[src/source/apb_bridge_params.svh]
// APB bridge parameters

`ifndef APB_BRIDGE_PARAMS_SVH
`define APB_BRIDGE_PARAMS_SVH

// Slave map
`define APB_NUM_SLAVES 3                 // Real slaves, default slave not counted
`define APB_MAP_BASE   32'h1000_0000     // Base of slave 0
`define APB_SLOT_SIZE  32'h0000_1000     // Bytes per slave window

// Data path widths
`define APB_ADDR_W     32
`define APB_DATA_W     32                // APB side
`define BUS_DATA_W     64                // System-bus side

// Slave index must also encode the default slave
`define APB_SEL_W      2

// Derived strobe widths
`define APB_STRB_W     (`APB_DATA_W / 8)
`define BUS_STRB_W     (`BUS_DATA_W / 8)

`endif

[src/source/apb_bridge_pkg.sv]
// APB bridge types

`include "apb_bridge_params.svh"

package apb_bridge_pkg;

    // Byte address on both sides
    typedef logic [`APB_ADDR_W-1:0] addr_t;

    // APB data path
    typedef logic [`APB_DATA_W-1:0] apb_data_t;
    typedef logic [`APB_STRB_W-1:0] apb_strb_t;

    // System-bus data path
    typedef logic [`BUS_DATA_W-1:0] bus_data_t;
    typedef logic [`BUS_STRB_W-1:0] bus_strb_t;

    typedef logic [7:0] req_size_t;      // Request size in bytes

    // Value APB_NUM_SLAVES selects the default slave
    typedef logic [`APB_SEL_W-1:0] sel_idx_t;

    // Transfer sequencer states
    typedef enum logic [1:0] {
        ST_IDLE   = 2'd0,    // Waiting for a request
        ST_SETUP  = 2'd1,    // psel high, penable low
        ST_ACCESS = 2'd2,    // penable high until pready
        ST_OUT    = 2'd3     // Response cycle
    } seq_state_t;

endpackage

[src/source/apb_master_if.sv]
// APB master signal bundle

`include "apb_bridge_params.svh"

interface apb_master_if;

    // Driven by the sequencer
    logic [`APB_ADDR_W-1:0] paddr;
    logic                   pwrite;
    logic [`APB_DATA_W-1:0] pwdata;
    logic [`APB_STRB_W-1:0] pstrb;
    logic                   psel;
    logic                   penable;

    // Driven back by the fabric
    logic                   pready;
    logic [`APB_DATA_W-1:0] prdata;
    logic                   pslverr;

    modport master (
        output paddr, pwrite, pwdata, pstrb, psel, penable,
        input  pready, prdata, pslverr
    );

    modport fabric (
        input  paddr, pwrite, pwdata, pstrb, psel, penable,
        output pready, prdata, pslverr
    );

endinterface

[src/source/apb_addr_decoder.sv]
// APB slave address decoder

`include "apb_bridge_params.svh"

module apb_addr_decoder (
    input  logic                      i_clk,
    input  logic                      i_nrst,
    input  apb_bridge_pkg::addr_t     i_req_addr,
    input  logic                      i_accept,     // Request taken by the sequencer
    output apb_bridge_pkg::sel_idx_t  o_sel_idx
);

    apb_bridge_pkg::sel_idx_t sel_next;
    apb_bridge_pkg::sel_idx_t sel_q;

    // Window match, falls back to the default slave
    always_comb begin
        apb_bridge_pkg::addr_t slot_lo;
        apb_bridge_pkg::addr_t slot_hi;

        sel_next = apb_bridge_pkg::sel_idx_t'(`APB_NUM_SLAVES);
        for (int i = 0; i < `APB_NUM_SLAVES; i++) begin
            slot_lo = `APB_MAP_BASE + apb_bridge_pkg::addr_t'(i) * `APB_SLOT_SIZE;
            slot_hi = slot_lo + `APB_SLOT_SIZE;
            if ((i_req_addr >= slot_lo) && (i_req_addr < slot_hi)) begin
                sel_next = apb_bridge_pkg::sel_idx_t'(i);
            end
        end
    end

    // Held for the whole transaction
    always_ff @(posedge i_clk or negedge i_nrst) begin
        if (!i_nrst) begin
            sel_q <= apb_bridge_pkg::sel_idx_t'(`APB_NUM_SLAVES);
        end else if (i_accept) begin
            sel_q <= sel_next;
        end
    end

    assign o_sel_idx = sel_q;

endmodule

[src/source/apb_transfer_seq.sv]
// APB transfer sequencer

module apb_transfer_seq (
    input  logic                       i_clk,
    input  logic                       i_nrst,
    // Request side
    input  logic                       i_req_valid,
    input  apb_bridge_pkg::addr_t      i_req_addr,
    input  apb_bridge_pkg::req_size_t  i_req_size,
    input  logic                       i_req_write,
    input  apb_bridge_pkg::bus_data_t  i_req_wdata,
    input  apb_bridge_pkg::bus_strb_t  i_req_wstrb,
    input  logic                       i_req_last,
    output logic                       o_req_ready,
    output logic                       o_accept,      // One cycle, to the decoder
    // Response side
    output logic                       o_resp_valid,
    output apb_bridge_pkg::bus_data_t  o_resp_rdata,
    output logic                       o_resp_err,
    // APB master
    apb_master_if.master               m
);

    apb_bridge_pkg::seq_state_t state_q;

    // Control registers
    logic                       psel_q;
    logic                       penable_q;
    logic                       pwrite_q;
    logic                       resp_valid_q;
    logic                       err_q;
    apb_bridge_pkg::req_size_t  size_q;      // Bytes still to transfer

    // Payload registers
    apb_bridge_pkg::addr_t      paddr_q;
    apb_bridge_pkg::apb_data_t  pwdata_q;
    apb_bridge_pkg::apb_strb_t  pstrb_q;
    apb_bridge_pkg::apb_data_t  wdata_hi_q;  // Upper lane kept for the second word
    apb_bridge_pkg::apb_strb_t  wstrb_hi_q;
    apb_bridge_pkg::bus_data_t  rdata_q;

    assign o_req_ready = (state_q == apb_bridge_pkg::ST_IDLE);
    assign o_accept    = o_req_ready && i_req_valid && i_req_last;

    always_ff @(posedge i_clk or negedge i_nrst) begin
        if (!i_nrst) begin
            state_q      <= apb_bridge_pkg::ST_IDLE;
            psel_q       <= 1'b0;
            penable_q    <= 1'b0;
            pwrite_q     <= 1'b0;
            resp_valid_q <= 1'b0;
            err_q        <= 1'b0;
            size_q       <= '0;
        end else begin
            resp_valid_q <= 1'b0;
            case (state_q)
                apb_bridge_pkg::ST_IDLE: begin
                    if (i_req_valid) begin
                        pwrite_q <= i_req_write;
                        size_q   <= i_req_size;
                        if (i_req_last) begin
                            psel_q  <= 1'b1;
                            err_q   <= 1'b0;
                            state_q <= apb_bridge_pkg::ST_SETUP;
                        end else begin
                            // Bursts are refused without APB traffic
                            err_q        <= 1'b1;
                            resp_valid_q <= 1'b1;
                            state_q      <= apb_bridge_pkg::ST_OUT;
                        end
                    end
                end
                apb_bridge_pkg::ST_SETUP: begin
                    penable_q <= 1'b1;
                    state_q   <= apb_bridge_pkg::ST_ACCESS;
                end
                apb_bridge_pkg::ST_ACCESS: begin
                    if (m.pready) begin
                        penable_q <= 1'b0;
                        err_q     <= m.pslverr;      // Last word's error wins
                        if (size_q > 8'd4) begin
                            size_q  <= size_q - 8'd4;
                            state_q <= apb_bridge_pkg::ST_SETUP;
                        end else begin
                            psel_q       <= 1'b0;
                            pwrite_q     <= 1'b0;
                            resp_valid_q <= 1'b1;
                            state_q      <= apb_bridge_pkg::ST_OUT;
                        end
                    end
                end
                default: state_q <= apb_bridge_pkg::ST_IDLE;   // ST_OUT
            endcase
        end
    end

    always_ff @(posedge i_clk) begin
        if (o_req_ready && i_req_valid) begin
            paddr_q    <= i_req_addr & ~apb_bridge_pkg::addr_t'(3);  // Word aligned
            wdata_hi_q <= i_req_wdata[63:32];
            wstrb_hi_q <= i_req_wstrb[7:4];
            rdata_q    <= '1;
            if (i_req_addr[2]) begin
                pwdata_q <= i_req_wdata[63:32];
                pstrb_q  <= i_req_wstrb[7:4];
            end else begin
                pwdata_q <= i_req_wdata[31:0];
                pstrb_q  <= i_req_wstrb[3:0];
            end
        end else if ((state_q == apb_bridge_pkg::ST_ACCESS) && m.pready) begin
            // Read data lands in the half chosen by address bit 2
            if (paddr_q[2]) begin
                rdata_q[63:32] <= m.prdata;
            end else begin
                rdata_q[31:0] <= m.prdata;
            end
            if (size_q > 8'd4) begin
                paddr_q  <= paddr_q + apb_bridge_pkg::addr_t'(4);
                pwdata_q <= wdata_hi_q;
                pstrb_q  <= wstrb_hi_q;
            end
        end
    end

    assign m.paddr   = paddr_q;
    assign m.pwrite  = pwrite_q;
    assign m.pwdata  = pwdata_q;
    assign m.pstrb   = pstrb_q;
    assign m.psel    = psel_q;
    assign m.penable = penable_q;

    assign o_resp_valid = resp_valid_q;
    assign o_resp_rdata = rdata_q;
    assign o_resp_err   = err_q;

endmodule

[src/source/apb_slave_fabric.sv]
// APB slave routing fabric

`include "apb_bridge_params.svh"

module apb_slave_fabric (
    input  apb_bridge_pkg::sel_idx_t                i_sel_idx,
    apb_master_if.fabric                            m,
    output logic [`APB_NUM_SLAVES-1:0]              o_psel,
    input  logic [`APB_NUM_SLAVES-1:0]              i_pready,
    input  logic [`APB_NUM_SLAVES-1:0][`APB_DATA_W-1:0] i_prdata,
    input  logic [`APB_NUM_SLAVES-1:0]              i_pslverr
);

    logic                   sel_mapped;   // Index points at a real slave
    logic                   rsp_ready;
    logic                   rsp_err;
    logic [`APB_DATA_W-1:0] rsp_data;

    assign sel_mapped = (i_sel_idx < `APB_NUM_SLAVES);

    // One-hot select, only while the master drives psel
    always_comb begin
        for (int i = 0; i < `APB_NUM_SLAVES; i++) begin
            o_psel[i] = m.psel && (i_sel_idx == apb_bridge_pkg::sel_idx_t'(i));
        end
    end

    // Reply mux
    always_comb begin
        // Default slave answers at once with an error
        rsp_ready = 1'b1;
        rsp_err   = 1'b1;
        rsp_data  = '1;
        if (sel_mapped) begin
            for (int i = 0; i < `APB_NUM_SLAVES; i++) begin
                if (i_sel_idx == apb_bridge_pkg::sel_idx_t'(i)) begin
                    rsp_ready = i_pready[i];
                    rsp_err   = i_pslverr[i];
                    rsp_data  = i_prdata[i];
                end
            end
        end
    end

    assign m.pready  = rsp_ready;
    assign m.pslverr = rsp_err;
    assign m.prdata  = rsp_data;

endmodule

[src/source/apb_bridge_top.sv]
// Request to APB bridge

`include "apb_bridge_params.svh"

module apb_bridge_top (
    input  logic                                    i_clk,
    input  logic                                    i_nrst,
    // Request port
    input  logic                                    i_req_valid,
    input  logic [`APB_ADDR_W-1:0]                  i_req_addr,
    input  logic [7:0]                              i_req_size,
    input  logic                                    i_req_write,
    input  logic [`BUS_DATA_W-1:0]                  i_req_wdata,
    input  logic [`BUS_STRB_W-1:0]                  i_req_wstrb,
    input  logic                                    i_req_last,
    output logic                                    o_req_ready,
    // Response
    output logic                                    o_resp_valid,
    output logic [`BUS_DATA_W-1:0]                  o_resp_rdata,
    output logic                                    o_resp_err,
    // APB slaves
    output logic [`APB_ADDR_W-1:0]                  o_paddr,
    output logic                                    o_pwrite,
    output logic [`APB_DATA_W-1:0]                  o_pwdata,
    output logic [`APB_STRB_W-1:0]                  o_pstrb,
    output logic                                    o_penable,
    output logic [`APB_NUM_SLAVES-1:0]              o_psel,
    input  logic [`APB_NUM_SLAVES-1:0]              i_pready,
    input  logic [`APB_NUM_SLAVES-1:0][`APB_DATA_W-1:0] i_prdata,
    input  logic [`APB_NUM_SLAVES-1:0]              i_pslverr
);

    logic                  accept;
    logic [`APB_SEL_W-1:0] sel_idx;

    apb_master_if apb_if ();

    apb_addr_decoder apb_addr_decoder_i (
        .i_clk      (i_clk),
        .i_nrst     (i_nrst),
        .i_req_addr (i_req_addr),
        .i_accept   (accept),
        .o_sel_idx  (sel_idx)
    );

    apb_transfer_seq apb_transfer_seq_i (
        .i_clk        (i_clk),
        .i_nrst       (i_nrst),
        .i_req_valid  (i_req_valid),
        .i_req_addr   (i_req_addr),
        .i_req_size   (i_req_size),
        .i_req_write  (i_req_write),
        .i_req_wdata  (i_req_wdata),
        .i_req_wstrb  (i_req_wstrb),
        .i_req_last   (i_req_last),
        .o_req_ready  (o_req_ready),
        .o_accept     (accept),
        .o_resp_valid (o_resp_valid),
        .o_resp_rdata (o_resp_rdata),
        .o_resp_err   (o_resp_err),
        .m            (apb_if.master)
    );

    apb_slave_fabric apb_slave_fabric_i (
        .i_sel_idx (sel_idx),
        .m         (apb_if.fabric),
        .o_psel    (o_psel),
        .i_pready  (i_pready),
        .i_prdata  (i_prdata),
        .i_pslverr (i_pslverr)
    );

    // Shared APB fields go to every slave
    assign o_paddr   = apb_if.paddr;
    assign o_pwrite  = apb_if.pwrite;
    assign o_pwdata  = apb_if.pwdata;
    assign o_pstrb   = apb_if.pstrb;
    assign o_penable = apb_if.penable;

endmodule

[config.mk]
export PLATFORM = sky130hd
export DESIGN_NAME = apb_bridge_top
export DESIGN_NICKNAME = d
export VERILOG_FILES = /design/src/source/apb_bridge_pkg.sv /design/src/source/apb_master_if.sv /design/src/source/apb_addr_decoder.sv /design/src/source/apb_transfer_seq.sv /design/src/source/apb_slave_fabric.sv /design/src/source/apb_bridge_top.sv
export VERILOG_INCLUDE_DIRS = /design/src /design/src/source
export SDC_FILE = /design/constraint.sdc
export NUM_CORES = 1
export LEC_CHECK = 0
export ABC_AREA = 1
export BUFFER_PORTS_ARGS = -buffer_cell sky130_fd_sc_hd__buf_2
export CAP_MARGIN = 30
export CORE_AREA = 2 2 176 178
export DETAILED_ROUTE_END_ITERATION = 6
export DIE_AREA = 0 0 178 180
export RECOVER_POWER = 100
export SYNTH_ARGS = -nofsm -noshare
export SYNTH_HDL_FRONTEND = slang
export SYNTH_SLANG_ARGS = --single-unit
[constraint.sdc]
create_clock -name i_clk -period 2.9 [get_ports i_clk]
set_clock_uncertainty 0.1 [all_clocks]
set_input_delay 0.145 -clock i_clk [delete_from_list [all_inputs] [get_ports i_clk]]
set_output_delay 0.145 -clock i_clk [all_outputs]
set_load 0.01 [all_outputs]
Word level (Yosys, flattened, before mapping)
Cells that the tools add are included.
Widths: inputs -> output; s select.
{ "word_totals": {"regBits": 185, "inputBits": 219, "output_inout_bits": 140, "word_cells": 113} }
{ "op_classes": {"n_addsub": 2, "n_lt_le_gt_ge": 8, "eq_ne": 9, "mux": 52, "bitwise_logic": 1, "n_reduce_logical": 25} }
{ "ops": {"columns": ["op", "count"], "rows": [
  ["$mux 32", 11],
  ["$ge 32x29->1 const B", 3],
  ["$lt 32x29->1 const B", 3],
  ["$add 32x3->32 const B", 1],
  ["$mux 8", 3],
  ["$mux 1", 20],
  ["$mux 4", 4],
  ["$pmux 8 s2", 1],
  ["$mux 2", 7],
  ["$reduce_and 2->1", 6],
  ["$pmux 1 s2", 5],
  ["$logic_and 1x1->1", 9],
  ["$gt 8x3->1 const B", 1],
  ["$reduce_and 4->1", 2],
  ["$reduce_bool 2->1", 4],
  ["$sub 8x3->8 const B", 1],
  ["$ne 2x2->1 const B", 3],
  ["$pmux 2 s3", 1],
  ["$reduce_and 5->1", 1],
  ["$eq 2x1->1 const B", 2],
  ["$eq 2x2->1 const B", 2],
  ["$logic_not 2->1", 2],
  ["$ne 2x1->1 const B", 2],
  ["$reduce_and 3->1", 1],
  ["2 further kinds", 2]
]} }

Logic depth before layout (Yosys ltp)
Gate-level depths: netlist of run 1.
{ "logic_depth": {"ltp_word": 8, "ltp_mapped": 10, "ltp_nobuf": 10} }

By module
A second synthesis of run 1 with hierarchy kept.
{ "unflattened": {"hier_cells": 1203, "hier_area_um2": 9359.0} }
{ "modules_own_cells": {"columns": ["module", "instances", "cells_each", "area_each_um2"], "rows": [
  ["apb_transfer_seq", 1, 974, 8115.3],
  ["apb_slave_fabric", 1, 198, 1067.3],
  ["apb_addr_decoder", 1, 31, 176.4]
]} }

Worst setup path before layout of run 1
No wires, ideal clock.
{ "synth_timing": {"path_kind": "register to register", "start": "reg apb_addr_decoder_i.sel_q[1], in the netlist apb_addr_decoder_i.o_sel_idx[1]", "end": "reg apb_transfer_seq_i.paddr_q[10], in the netlist apb_transfer_seq_i.m.paddr[10], enable pin", "arrival_ns": 1.650, "t_required_ns": 2.422, "slack_ns": 0.771, "stages_incl_launch_ff": 8, "n_path_buf": 1, "synth_period_minus_slack_ns": 2.129, "path_cell_list": "dfstp_2 inv_2 nand2_1 o21ai_1 nand2_1 nand2_4 o21ai_2 buf_4"} }
{ "synth_via": {"elab_chain_len": 8, "word_cells_on_any_way": 11, "cone_classes": "1 x order compare; 2 x eq/ne; 4 x mux; 4 x reduce/logical"} }
{ "synth_rtl": {"columns": ["element", "line_no", "rtl"], "rows": [
  ["from (decl)", "apb_addr_decoder.sv:14", "apb_bridge_pkg::sel_idx_t sel_q;"],
  ["from (signal assigned)", "apb_addr_decoder.sv:34", "sel_q <= apb_bridge_pkg::sel_idx_t'(`APB_NUM_SLAVES);"],
  ["from (signal assigned)", "apb_addr_decoder.sv:36", "sel_q <= sel_next;"],
  ["$logic_not 2->1", "apb_slave_fabric.sv:36", "if (i_sel_idx == apb_bridge_pkg::sel_idx_t'(i)) begin"],
  ["$mux 1 (3 in a row)", "apb_slave_fabric.sv:36", null],
  ["$mux 1 *", "apb_slave_fabric.sv:34", "if (sel_mapped) begin"],
  ["$logic_and 1x1->1 *", "apb_transfer_seq.sv:110", "end else if ((state_q == apb_bridge_pkg::ST_ACCESS) && m.pready) begin"],
  ["$reduce_bool 2->1 (no source line) *", null, null],
  ["$reduce_and 2->1 (no source line) *", null, null],
  ["to (signal assigned)", "apb_transfer_seq.sv:99", "paddr_q <= i_req_addr & ~apb_bridge_pkg::addr_t'(3);"],
  ["to (signal assigned)", "apb_transfer_seq.sv:118", "paddr_q <= paddr_q + apb_bridge_pkg::addr_t'(4);"],
  ["to (decl)", "apb_transfer_seq.sv:35", "apb_bridge_pkg::addr_t paddr_q;"]
]} }
Every way passes the cells marked *; elsewhere a longest branch is shown, timed or not.
A chain may end at the register's enable or synchronous reset.

Worst setup path in the final report of run 1
{ "layout_timing": {"start": "reg apb_addr_decoder_i.sel_q[1], in the netlist apb_addr_decoder_i.o_sel_idx[1]", "end": "reg apb_transfer_seq_i.pstrb_q[3], in the netlist apb_transfer_seq_i.m.pstrb[3], enable pin"} }
{ "layout_via": {"elab_chain_len": 8, "word_cells_on_any_way": 11, "cone_classes": "1 x order compare; 2 x eq/ne; 4 x mux; 4 x reduce/logical"} }
{ "layout_rtl": {"columns": ["element", "line_no", "rtl"], "rows": [
  ["$logic_not 2->1", "apb_slave_fabric.sv:36", null],
  ["$mux 1 (3 in a row)", "apb_slave_fabric.sv:36", null],
  ["$mux 1 *", "apb_slave_fabric.sv:34", null],
  ["$logic_and 1x1->1 *", "apb_transfer_seq.sv:110", null],
  ["$reduce_bool 2->1 (no source line) *", null, null],
  ["$reduce_and 2->1 (no source line) *", null, null],
  ["to (signal assigned)", "apb_transfer_seq.sv:105", "pstrb_q <= i_req_wstrb[7:4];"],
  ["to (signal assigned)", "apb_transfer_seq.sv:108", "pstrb_q <= i_req_wstrb[3:0];"],
  ["to (signal assigned)", "apb_transfer_seq.sv:120", "pstrb_q <= wstrb_hi_q;"],
  ["to (decl)", "apb_transfer_seq.sv:37", "apb_bridge_pkg::apb_strb_t pstrb_q;"]
]} }
Marked as above.

==> impl_metrics.tcl, run 1 <==
set metrics [dict create \
    drv_slew 0 \
    multiInputGateArea_sq_um 3712 \
    timing.fmax_ghz 0.3872 \
    dr.pass1.iters 5 \
    area_delta_synth_final_pct 40.30 \
    hp-start "i_req_addr[14]" \
    die_h_microns 180 \
    ys.flop_type "edfxtp_1" \
    hpwl_microns 21610 \
    syn_inst 1132 \
    top_level_ports 359 \
    grt_pass1_wl_microns 46680 \
    vias 9197 \
    yosysWarnings 0 \
    fin_crit_sh 0.8906 \
    tns_ns 0 \
    ir_worst_vdd_mv 0.4446 \
    relSlewSlack 0.3454 \
    min_period_ns 2.583 \
    cap_violations 0 \
    syn_area_per_cell_sq_um 7.932 \
    track_usage 0.1863 \
    final_cell_area_sq_um 12600 \
    yosys-top-cells-count "nand2_1 (427), nor2_1 (143), edfxtp_1 (102)" \
    worst_r2r_endpoint "apb_transfer_seq_i.m.pstrb[3]$_DFFE_PP_" \
    dp.cells 1842 \
    gp_congestion 0.8835 \
    die_x_microns 178 \
    remaining_drc_errors 0 \
    setup_viol 0 \
    root_buffer "clkbuf_16" \
    via_per_inst 4.619 \
    synth_top_cell_by_area "edfxtp_1" \
    synth_edf_count 102 \
    drtAntennaViolNets 0 \
    clkSinkCount 183 \
    cts_buffers 17 \
    outcome "completed" \
    timing.rr.start "apb_addr_decoder_i.o_sel_idx[1]$_DFFE_PN1P_" \
    whs_path_depth 3 \
    synth_area_leaders "edfxtp_1 (34%), nand2_1 (18%), dfxtp_1 (14%)" \
    ys_types 33 \
    pre_cts_slack_ns 0.5525 \
    wirelength_microns 30320 \
    crit_path_start "apb_addr_decoder_i.o_sel_idx[1]$_DFFE_PN1P_" \
    arrival_ns 2.61 \
    grt-ovfl-total 0 \
    instances_no_fill 1991 \
    wl_per_cell_microns 15.23 \
    ys_async_sr_fraction 0.09290 \
    start_util 0.2974 \
    yosysMostFrequentCell "nand2_1" \
    die_area_sq_um 32040 \
    grt_pass1_vias 8908 \
    rsz0062_at_grt "no" \
    synth_area_sq_um 8979 \
    reg2reg_depth 7 \
    clk_latency_ns 0.44 \
    drive_gt1_frac 0.1563 \
    grt_max_degree 148 \
    crit_required_ns 2.92 \
    antenna_found_initial 2 \
    drtIter0Drc 565 \
    start_kind "register" \
    final_util 0.4173 \
    io_buffers 354 \
    hp-class "input port to register" \
    cp-endpoint "apb_transfer_seq_i.m.pstrb[3]$_DFFE_PP_" \
    p_leak_nw 5.442 \
    synth_seq_area_share 0.5315 \
    ctsHtreeMaxLevel 4 \
    final.fill_count 3152 \
    synth.ff_latch_count 183 \
    worst_slew_pin_slew_ns 0.9819 \
    synth_top_area_share 0.3411 \
    power_density_nw_per_um2 971.9 \
    critical_path_class "register to register" \
    place_area_sq_um 11130 \
    clockBufferDepth 2 \
    final_nets 1802 \
    setup.worst_path.end_class "register" \
    setup_ws_ns 0.3172 \
    finalHoldViolations 0 \
    critPathMaxFanout 22 \
    cts_tree "built" \
    rows 64 \
    ff_latch_area_sq_um 4772 \
    clk_pin_slew_ns 0.07 \
    regToRegSetupSlack_ns 0.32 \
    core_area_sq_um 30190 \
]
how the worst min path moves through the flow:
stage / endpoint
6_report: apb_transfer_seq_i.m.paddr[14]$_DFFE_PP_
5_1_grt: apb_transfer_seq_i.m.pwdata[11]$_DFFE_PP_
4_1_cts: apb_transfer_seq_i.o_resp_rdata[19]$_SDFFE_PP1P_
3_5_place_dp: apb_transfer_seq_i.m.penable$_DFFE_PN0P_
3_3_place_gp: apb_transfer_seq_i.m.pwrite$_DFFE_PN0P_
2_1_floorplan: apb_transfer_seq_i.m.penable$_DFFE_PN0P_
layout make-up:
class	count	share of cell area
Clock buffer	19	0.03437
Inverter	43	0.01281
Multi-Input combinational cell	847	0.2947
Antenna cell	2	0.0003973
Clock inverter	13	0.009237
Tap cell	396	0.03933
Timing Repair Buffer	488	0.2303
Sequential cell	183	0.3788
routing by layer:
layer | up-vias | track usage | routed length, microns
met5 | - | 0 | 0
met4 | 0 | 0.04951 | 442
met3 | 34 | 0.06409 | 2787
met2 | 379 | 0.3180 | 14360
met1 | 4166 | 0.2220 | 12730
li1 | 4618 | - | -
critical path: stages (launching register included):
cell and delay [ns]:
dfstp_2 0.55, inv_2 0.16, nand2_1 0.11, o21ai_0 0.07
nand2_1 0.09, nand2_1 0.32, o21ai_4 0.60, clkbuf_1 0.26
cells by family (layout without fill, tap and decap cells):
logic type,Yosys count,in the layout,synth area share
compound gates,154,154,0.09197
xor+xnor,13,13,0.01268
fa+ha+maj,3,3,0.004181
buf+inv,103,563,0.05435
flops,183,183,0.5315
other cells,1,4,0.0004177
simple gates,675,675,0.3049
flip-flops by register name (all words and copies together) (netlist names):
name                             cells
apb_transfer_seq_i.m.pwdata         32
apb_transfer_seq_i.wstrb_hi_q        4
apb_transfer_seq_i.o_resp_rdata     64
apb_transfer_seq_i.o_resp_err        1
apb_transfer_seq_i.size_q            8
apb_transfer_seq_i.m.psel            1
apb_addr_decoder_i.o_sel_idx         2
apb_transfer_seq_i.o_resp_valid      1
apb_transfer_seq_i.m.penable         1
apb_transfer_seq_i.m.paddr          30
apb_transfer_seq_i.m.pwrite          1
apb_transfer_seq_i.m.pstrb           4
apb_transfer_seq_i.state_q           2
apb_transfer_seq_i.wdata_hi_q       32
layout by cell type, fill, tap and decap left out, types with 17 or more instances in the layout:
master	instances
a21oi_1	36
buf_2	190
dlygate4sd3_1	115
nand2_1	428
dfxtp_1	64
inv_1	39
o21ai_0	76
a31oi_1	36
edfxtp_1	102
clkbuf_1	167
clkbuf_16	17
nor2_1	145
nand3_1	83
where the power goes:
group | total (mW) | internal [mW] | switching (mW)
clock | 2.25 | 1.12 | 1.12
combinational | 5.28 | 1.73 | 3.55
sequential | 4.72 | 4.08 | 0.633
what timing repair did:
action | in CTS | in global routing
gates resized for setup | 0 | 0
hold endpoints to repair | 142 | 0
setup buffers | 0 | 0
hold buffers | 115 | 0
metrics by stage:
step / hold slack, ns / total power, mW
2_1_floorplan: -0.2506 / 8.016
3_3_place_gp: -0.009691 / 10.09
3_5_place_dp: -0.001805 / 10.18
4_1_cts: 0.0005608 / 12.59
5_1_grt: 0.008804 / 13.24
6_report: 0.02477 / 12.24
Note: power is estimated with default switching activity, not from simulation.
==> run 2, diff against run 1 <==
==> constraint.sdc (replaced) <==
create_clock -name i_clk -period 2.88 [get_ports i_clk]
set_clock_uncertainty 0.1 [all_clocks]
set_input_delay 0.144 -clock i_clk [delete_from_list [all_inputs] [get_ports i_clk]]
set_output_delay 0.144 -clock i_clk [all_outputs]
set_load 0.01 [all_outputs]
==> impl_metrics.tcl, run 2 (synthesized netlist as in run 1, its figures left out) <==
set metrics [dict create \
    setup_ws_ns 0.3586 \
    crit_chain "inv_2 > nand2_1 > o21ai_0 > nand2_1 > nand2_1 > o21ai_4 > buf_12" \
    critPathMaxFanout 77 \
    wl_per_cell_microns 15.34 \
    rows 64 \
    ctsHtreeMaxLevel 4 \
    ir_worst_vdd_mv 0.5689 \
    io_buffers 354 \
    postCtsHoldBufs 115 \
    p_leak_nw 5.431 \
    cp_common_cell "nand2_1" \
    fin_crit_sh 0.8755 \
    relSlewSlack 0.3440 \
    timing.fmax_ghz 0.3966 \
    min_period_ns 2.521 \
    grt_pass1_vias 8961 \
    clk_latency_ns 0.44 \
    layout_common_cells "nand2_1 (428), buf_2 (190), clkbuf_1 (165)" \
    drv_slew 0 \
    vias 9339 \
    p_sw_frac 0.4322 \
    place_area_sq_um 11080 \
    final_nets 1797 \
    worst_slew_pin_slew_ns 0.9840 \
    final_cell_area_sq_um 12570 \
    rsz0062_at_grt "no" \
    critical_path_class "register to register" \
    layout_commonest_cell "nand2_1" \
    cts_buffers 17 \
    post_cts_buffers 0 \
    outcome "completed" \
    root_buffer "clkbuf_16" \
    clkSinkCount 183 \
    worst_path_max_delay_cell "dfstp_2" \
    setup.worst_path.end_class "register" \
    gp_congestion 0.8510 \
    start_kind "register" \
    grt_max_degree 128 \
    p_int_mw 6.996 \
    die_h_microns 180 \
    wirelength_microns 30460 \
    top_level_ports 359 \
    tns_ns 0 \
    crit_required_ns 2.85 \
    remaining_drc_errors 0 \
    die_x_microns 178 \
    clockBufferDepth 2 \
    sequentialPowerShare 0.386 \
    cts_tree "built" \
    core_area_sq_um 30190 \
    grt_pass1_wl_microns 46580 \
    pre_cts_slack_ns 0.6130 \
    drtAntennaViolNets 0 \
    drive_gt1_frac 0.1530 \
    setup_viol 0 \
    via_per_inst 4.705 \
    arrival_ns 2.49 \
    start_util 0.2974 \
    cts_resized 0 \
    clk_pin_slew_ns 0.07 \
    cpPeakStageDelay_ns 0.54 \
    die_area_sq_um 32040 \
    finalHoldViolations 0 \
    switchingPower_mw 5.324 \
    drtIter0Drc 487 \
    hpwl_microns 21010 \
    clkPwrFrac 0.191 \
    combPwrFrac 0.422 \
    cap_violations 0 \
    track_usage 0.1843 \
    area_delta_synth_final_pct 39.97 \
    power_density_nw_per_um2 980.3 \
    dr.pass1.iters 5 \
    antenna_found_initial 2 \
    grt-ovfl-total 0 \
    hp-class "input port to register" \
    largest_reg_flops 64 \
]
run 2: routing by layer:
| metal | wire [microns] | up-vias | GRT usage |
|---|---|---|---|
| met5 | 10 | - | 0 |
| met4 | 399 | 2 | 0.04492 |
| met3 | 2785 | 30 | 0.06324 |
| met2 | 14530 | 363 | 0.3158 |
| met1 | 12730 | 4335 | 0.2201 |
| li1 | - | 4609 | - |
run 2: power by group through the flow:
stage               clock network (mW)  registers, mW  logic [mW]
floorplan                            0           5.10        2.97
global placement                     0           4.75        5.28
detailed placement                   0           4.78        5.35
CTS                               2.42           4.73        5.49
global route                      2.52           4.88        5.86
finish                            2.36           4.76        5.20
run 2: critical path, delay by kind of cell (launching register included):
family / cells / cell delay [ns]
DFF: 1 / 0.54
and+or+nand+nor: 3 / 0.54
AOI/OAI and AO/OA: 2 / 0.36
buffers and inverters: 2 / 0.50
run 2: path summary, 6_finish.rpt:
path	start	cells past startpoint	to	slack [ns]
worst min-delay path	i_req_addr[14]	3	apb_transfer_seq_i.m.paddr[14]$_DFFE_PP_	0.02
max in group asynchronous	i_nrst	2	apb_transfer_seq_i.o_resp_valid$_DFF_PN0_	1.77
min in group asynchronous	i_nrst	2	apb_transfer_seq_i.size_q[6]$_DFFE_PN0P_	0.31
worst min register to register	apb_transfer_seq_i.o_resp_rdata[6]$_SDFFE_PP1P_	2	apb_transfer_seq_i.o_resp_rdata[6]$_SDFFE_PP1P_	0.36
worst max register to register	apb_addr_decoder_i.o_sel_idx[1]$_DFFE_PN1P_	7	apb_transfer_seq_i.m.paddr[25]$_DFFE_PP_	0.36
worst max-delay path	apb_addr_decoder_i.o_sel_idx[1]$_DFFE_PN1P_	7	apb_transfer_seq_i.m.paddr[25]$_DFFE_PP_	0.36
run 2: through the flow:
step	utilization	std cells	total power, mW	hold WS (ns)
3_5_place_dp	0.3670	1837	10.12	-0.003256
5_1_grt	0.4163	1985	13.26	0.01168
6_report	0.4163	1985	12.32	0.02100
3_3_place_gp	0.3670	1837	10.03	-0.003835
4_1_cts	0.4239	1984	12.64	0.001364
2_1_floorplan	-	1133	8.072	-0.2516
run 2: final cells by class:
type,count,area (sq um)
antenna,1,2.502
clock buffer,18,429.2
clock inverter,14,140.1
fill,3129,17620
inverter,43,161.4
multi-input combinational,847,3710
sequential,183,4772
tap,396,495.5
timing repair buffer,483,2856
==> run 3, diff against run 2 <==
--- a/config.mk
+++ b/config.mk
@@ -13,6 +13,7 @@
 export DETAILED_ROUTE_END_ITERATION = 6
 export DIE_AREA = 0 0 178 180
 export RECOVER_POWER = 100
+export SLEW_MARGIN = 20
 export SYNTH_ARGS = -nofsm -noshare
 export SYNTH_HDL_FRONTEND = slang
 export SYNTH_SLANG_ARGS = --single-unit
==> constraint.sdc (replaced) <==
create_clock -name i_clk -period 2.1 [get_ports i_clk]
set_clock_uncertainty 0.1 [all_clocks]
set_input_delay 0.105 -clock i_clk [delete_from_list [all_inputs] [get_ports i_clk]]
set_output_delay 0.105 -clock i_clk [all_outputs]
set_load 0.01 [all_outputs]
==> impl_metrics.tcl, run 3 (synthesized netlist as in run 1, its figures left out) <==
set metrics [dict create \
    reg2reg_depth 7 \
    finalHoldViolations 0 \
    regToRegSetupSlack_ns 0.09 \
    start_kind "register" \
    worst_slew_pin_slew_ns 0.9985 \
    critical_path_class "register to register" \
    gp_congestion 0.8983 \
    final_cell_area_sq_um 13240 \
    dr.pass1.iters 5 \
    critPathMaxFanout 18 \
    timing.fmax_ghz 0.4973 \
    report.power.total_mw 17.92 \
    final_nets 1853 \
    hp-start "i_prdata[95]" \
    pre_cts_slack_ns 0.09720 \
    fin_crit_sh 0.9576 \
    min_to "apb_transfer_seq_i.o_resp_rdata[31]$_SDFFE_PP1P_" \
    rsz0062_at_grt "yes" \
    clk_pin_slew_ns 0.08 \
    drive_gt1_frac 0.1776 \
    arrival_ns 2.06 \
    final.fill_count 3076 \
    crit_chain "buf_4 > o21ai_2 > nand2_2 > nand2_8 > o21ai_4 > buf_12 > buf_12" \
    whs_path_depth 5 \
    drv_slew 0 \
    start_util 0.2974 \
    cts_buffers 17 \
    critPathTopFamily "flip-flops" \
    timing.rr.start "apb_addr_decoder_i.o_sel_idx[0]$_DFFE_PN1P_" \
    critPathBufInv 3 \
    instances_no_fill 2040 \
    largest_reg_flops 64 \
    via_per_inst 4.648 \
    io_buffers 354 \
    setup_viol 0 \
    cp_common_cell "buf_12" \
    dp.cells 1859 \
    cts_tree "built" \
    worst_r2r_endpoint "apb_transfer_seq_i.m.pwdata[17]$_DFFE_PP_" \
    root_buffer "clkbuf_16" \
    antenna_found_initial 3 \
    whs_ns 0.009768 \
    hp-class "input port to register" \
    grt_pass1_wl_microns 48820 \
    tns_ns 0 \
    die_x_microns 178 \
    hpwl_microns 21890 \
    clockBufferDepth 2 \
    outcome "completed" \
    antenna_cells 0 \
    clkSinkCount 183 \
    cpPeakStageDelay_ns 0.57 \
    top_level_ports 359 \
    relSlewSlack 0.3343 \
    place_area_sq_um 11310 \
    layout_commonest_cell "nand2_1" \
    p_leak_nw 5.770 \
    area_delta_synth_final_pct 47.48 \
    drtIter0Drc 575 \
    worst_path_max_delay_cell "dfstp_2" \
    drtAntennaViolNets 0 \
    grt_pass1_vias 9524 \
    remaining_drc_errors 0 \
    setup.worst_path.end_class "register" \
    clk_latency_ns 0.43 \
    vias 9482 \
    die_h_microns 180 \
    setup_ws_ns 0.08904 \
    crit_required_ns 2.15 \
    core_area_sq_um 30190 \
    rows 64 \
    layout_common_cells "nand2_1 (424), buf_2 (191), clkbuf_1 (161)" \
    track_usage 0.1937 \
    power_density_nw_per_um2 1353 \
    min_period_ns 2.011 \
    cap_violations 0 \
    ir_worst_vdd_mv 0.6995 \
    final_util 0.4386 \
    grt_max_degree 74 \
    wl_per_cell_microns 15.48 \
    die_area_sq_um 32040 \
    wirelength_microns 31570 \
    ctsHtreeMaxLevel 4 \
    crit_path_start "apb_addr_decoder_i.o_sel_idx[0]$_DFFE_PN1P_" \
    grt-ovfl-total 0 \
]
-- run 3: final cells by class --
cell class                      instances  area (sq um)  share of cell area
Multi-Input combinational cell        847          3759              0.2839
Clock buffer                           19         475.5             0.03591
Tap cell                              396         495.5             0.03742
Timing Repair Buffer                  539          3456              0.2610
Inverter                               43         161.4             0.01219
Sequential cell                       183          4772              0.3604
Clock inverter                         13         122.6            0.009260
-- run 3: repair_timing --
item / 4_1_cts / 5_1_grt
hold buffers: 139 / 0
hold endpoints to repair: 182 / 0
buffers inserted: 0 / 7
setup endpoints to repair: 0 / 49
resized for setup: 0 / 6
-- run 3: worst max-delay path by stage --
stage | end | slack, ns | depth (start not counted)
6_report | apb_transfer_seq_i.m.pwdata[17]$_DFFE_PP_ | 0.09 | 7
5_1_grt | apb_transfer_seq_i.o_resp_rdata[51]$_SDFFE_PP1P_ | -0.002 | 9
4_1_cts | apb_transfer_seq_i.m.paddr[23]$_DFFE_PP_ | 0.08 | 8
3_5_place_dp | apb_transfer_seq_i.m.paddr[23]$_DFFE_PP_ | 0.1 | 8
3_3_place_gp | apb_transfer_seq_i.m.paddr[23]$_DFFE_PP_ | 0.13 | 8
2_1_floorplan | apb_transfer_seq_i.wdata_hi_q[0]$_DFFE_PP_ | 0.04 | 5
-- run 3: layer usage --
metal,vias up,share of wire,global-route usage
met1,4296,0.41,0.2315
li1,4729,-,-
met3,56,0.086,0.05901
met4,6,0.023,0.06721
met2,395,0.48,0.3279
met5,-,0.0012,0
-- run 3: worst reg2reg max path: stages, from the launching register on --
cell and delay (ns):
dfstp_2 0.57, buf_4 0.13, o21ai_2 0.05, nand2_2 0.13, nand2_8 0.10, o21ai_4 0.31
buf_12 0.19, buf_12 0.15
-- run 3: power by group --
| group | internal, mW | switching [mW] |
|---|---|---|
| clock | 1.71 | 1.60 |
| sequential | 5.64 | 0.879 |
| combinational | 2.97 | 5.12 |
| total | 10.3 | 7.60 |
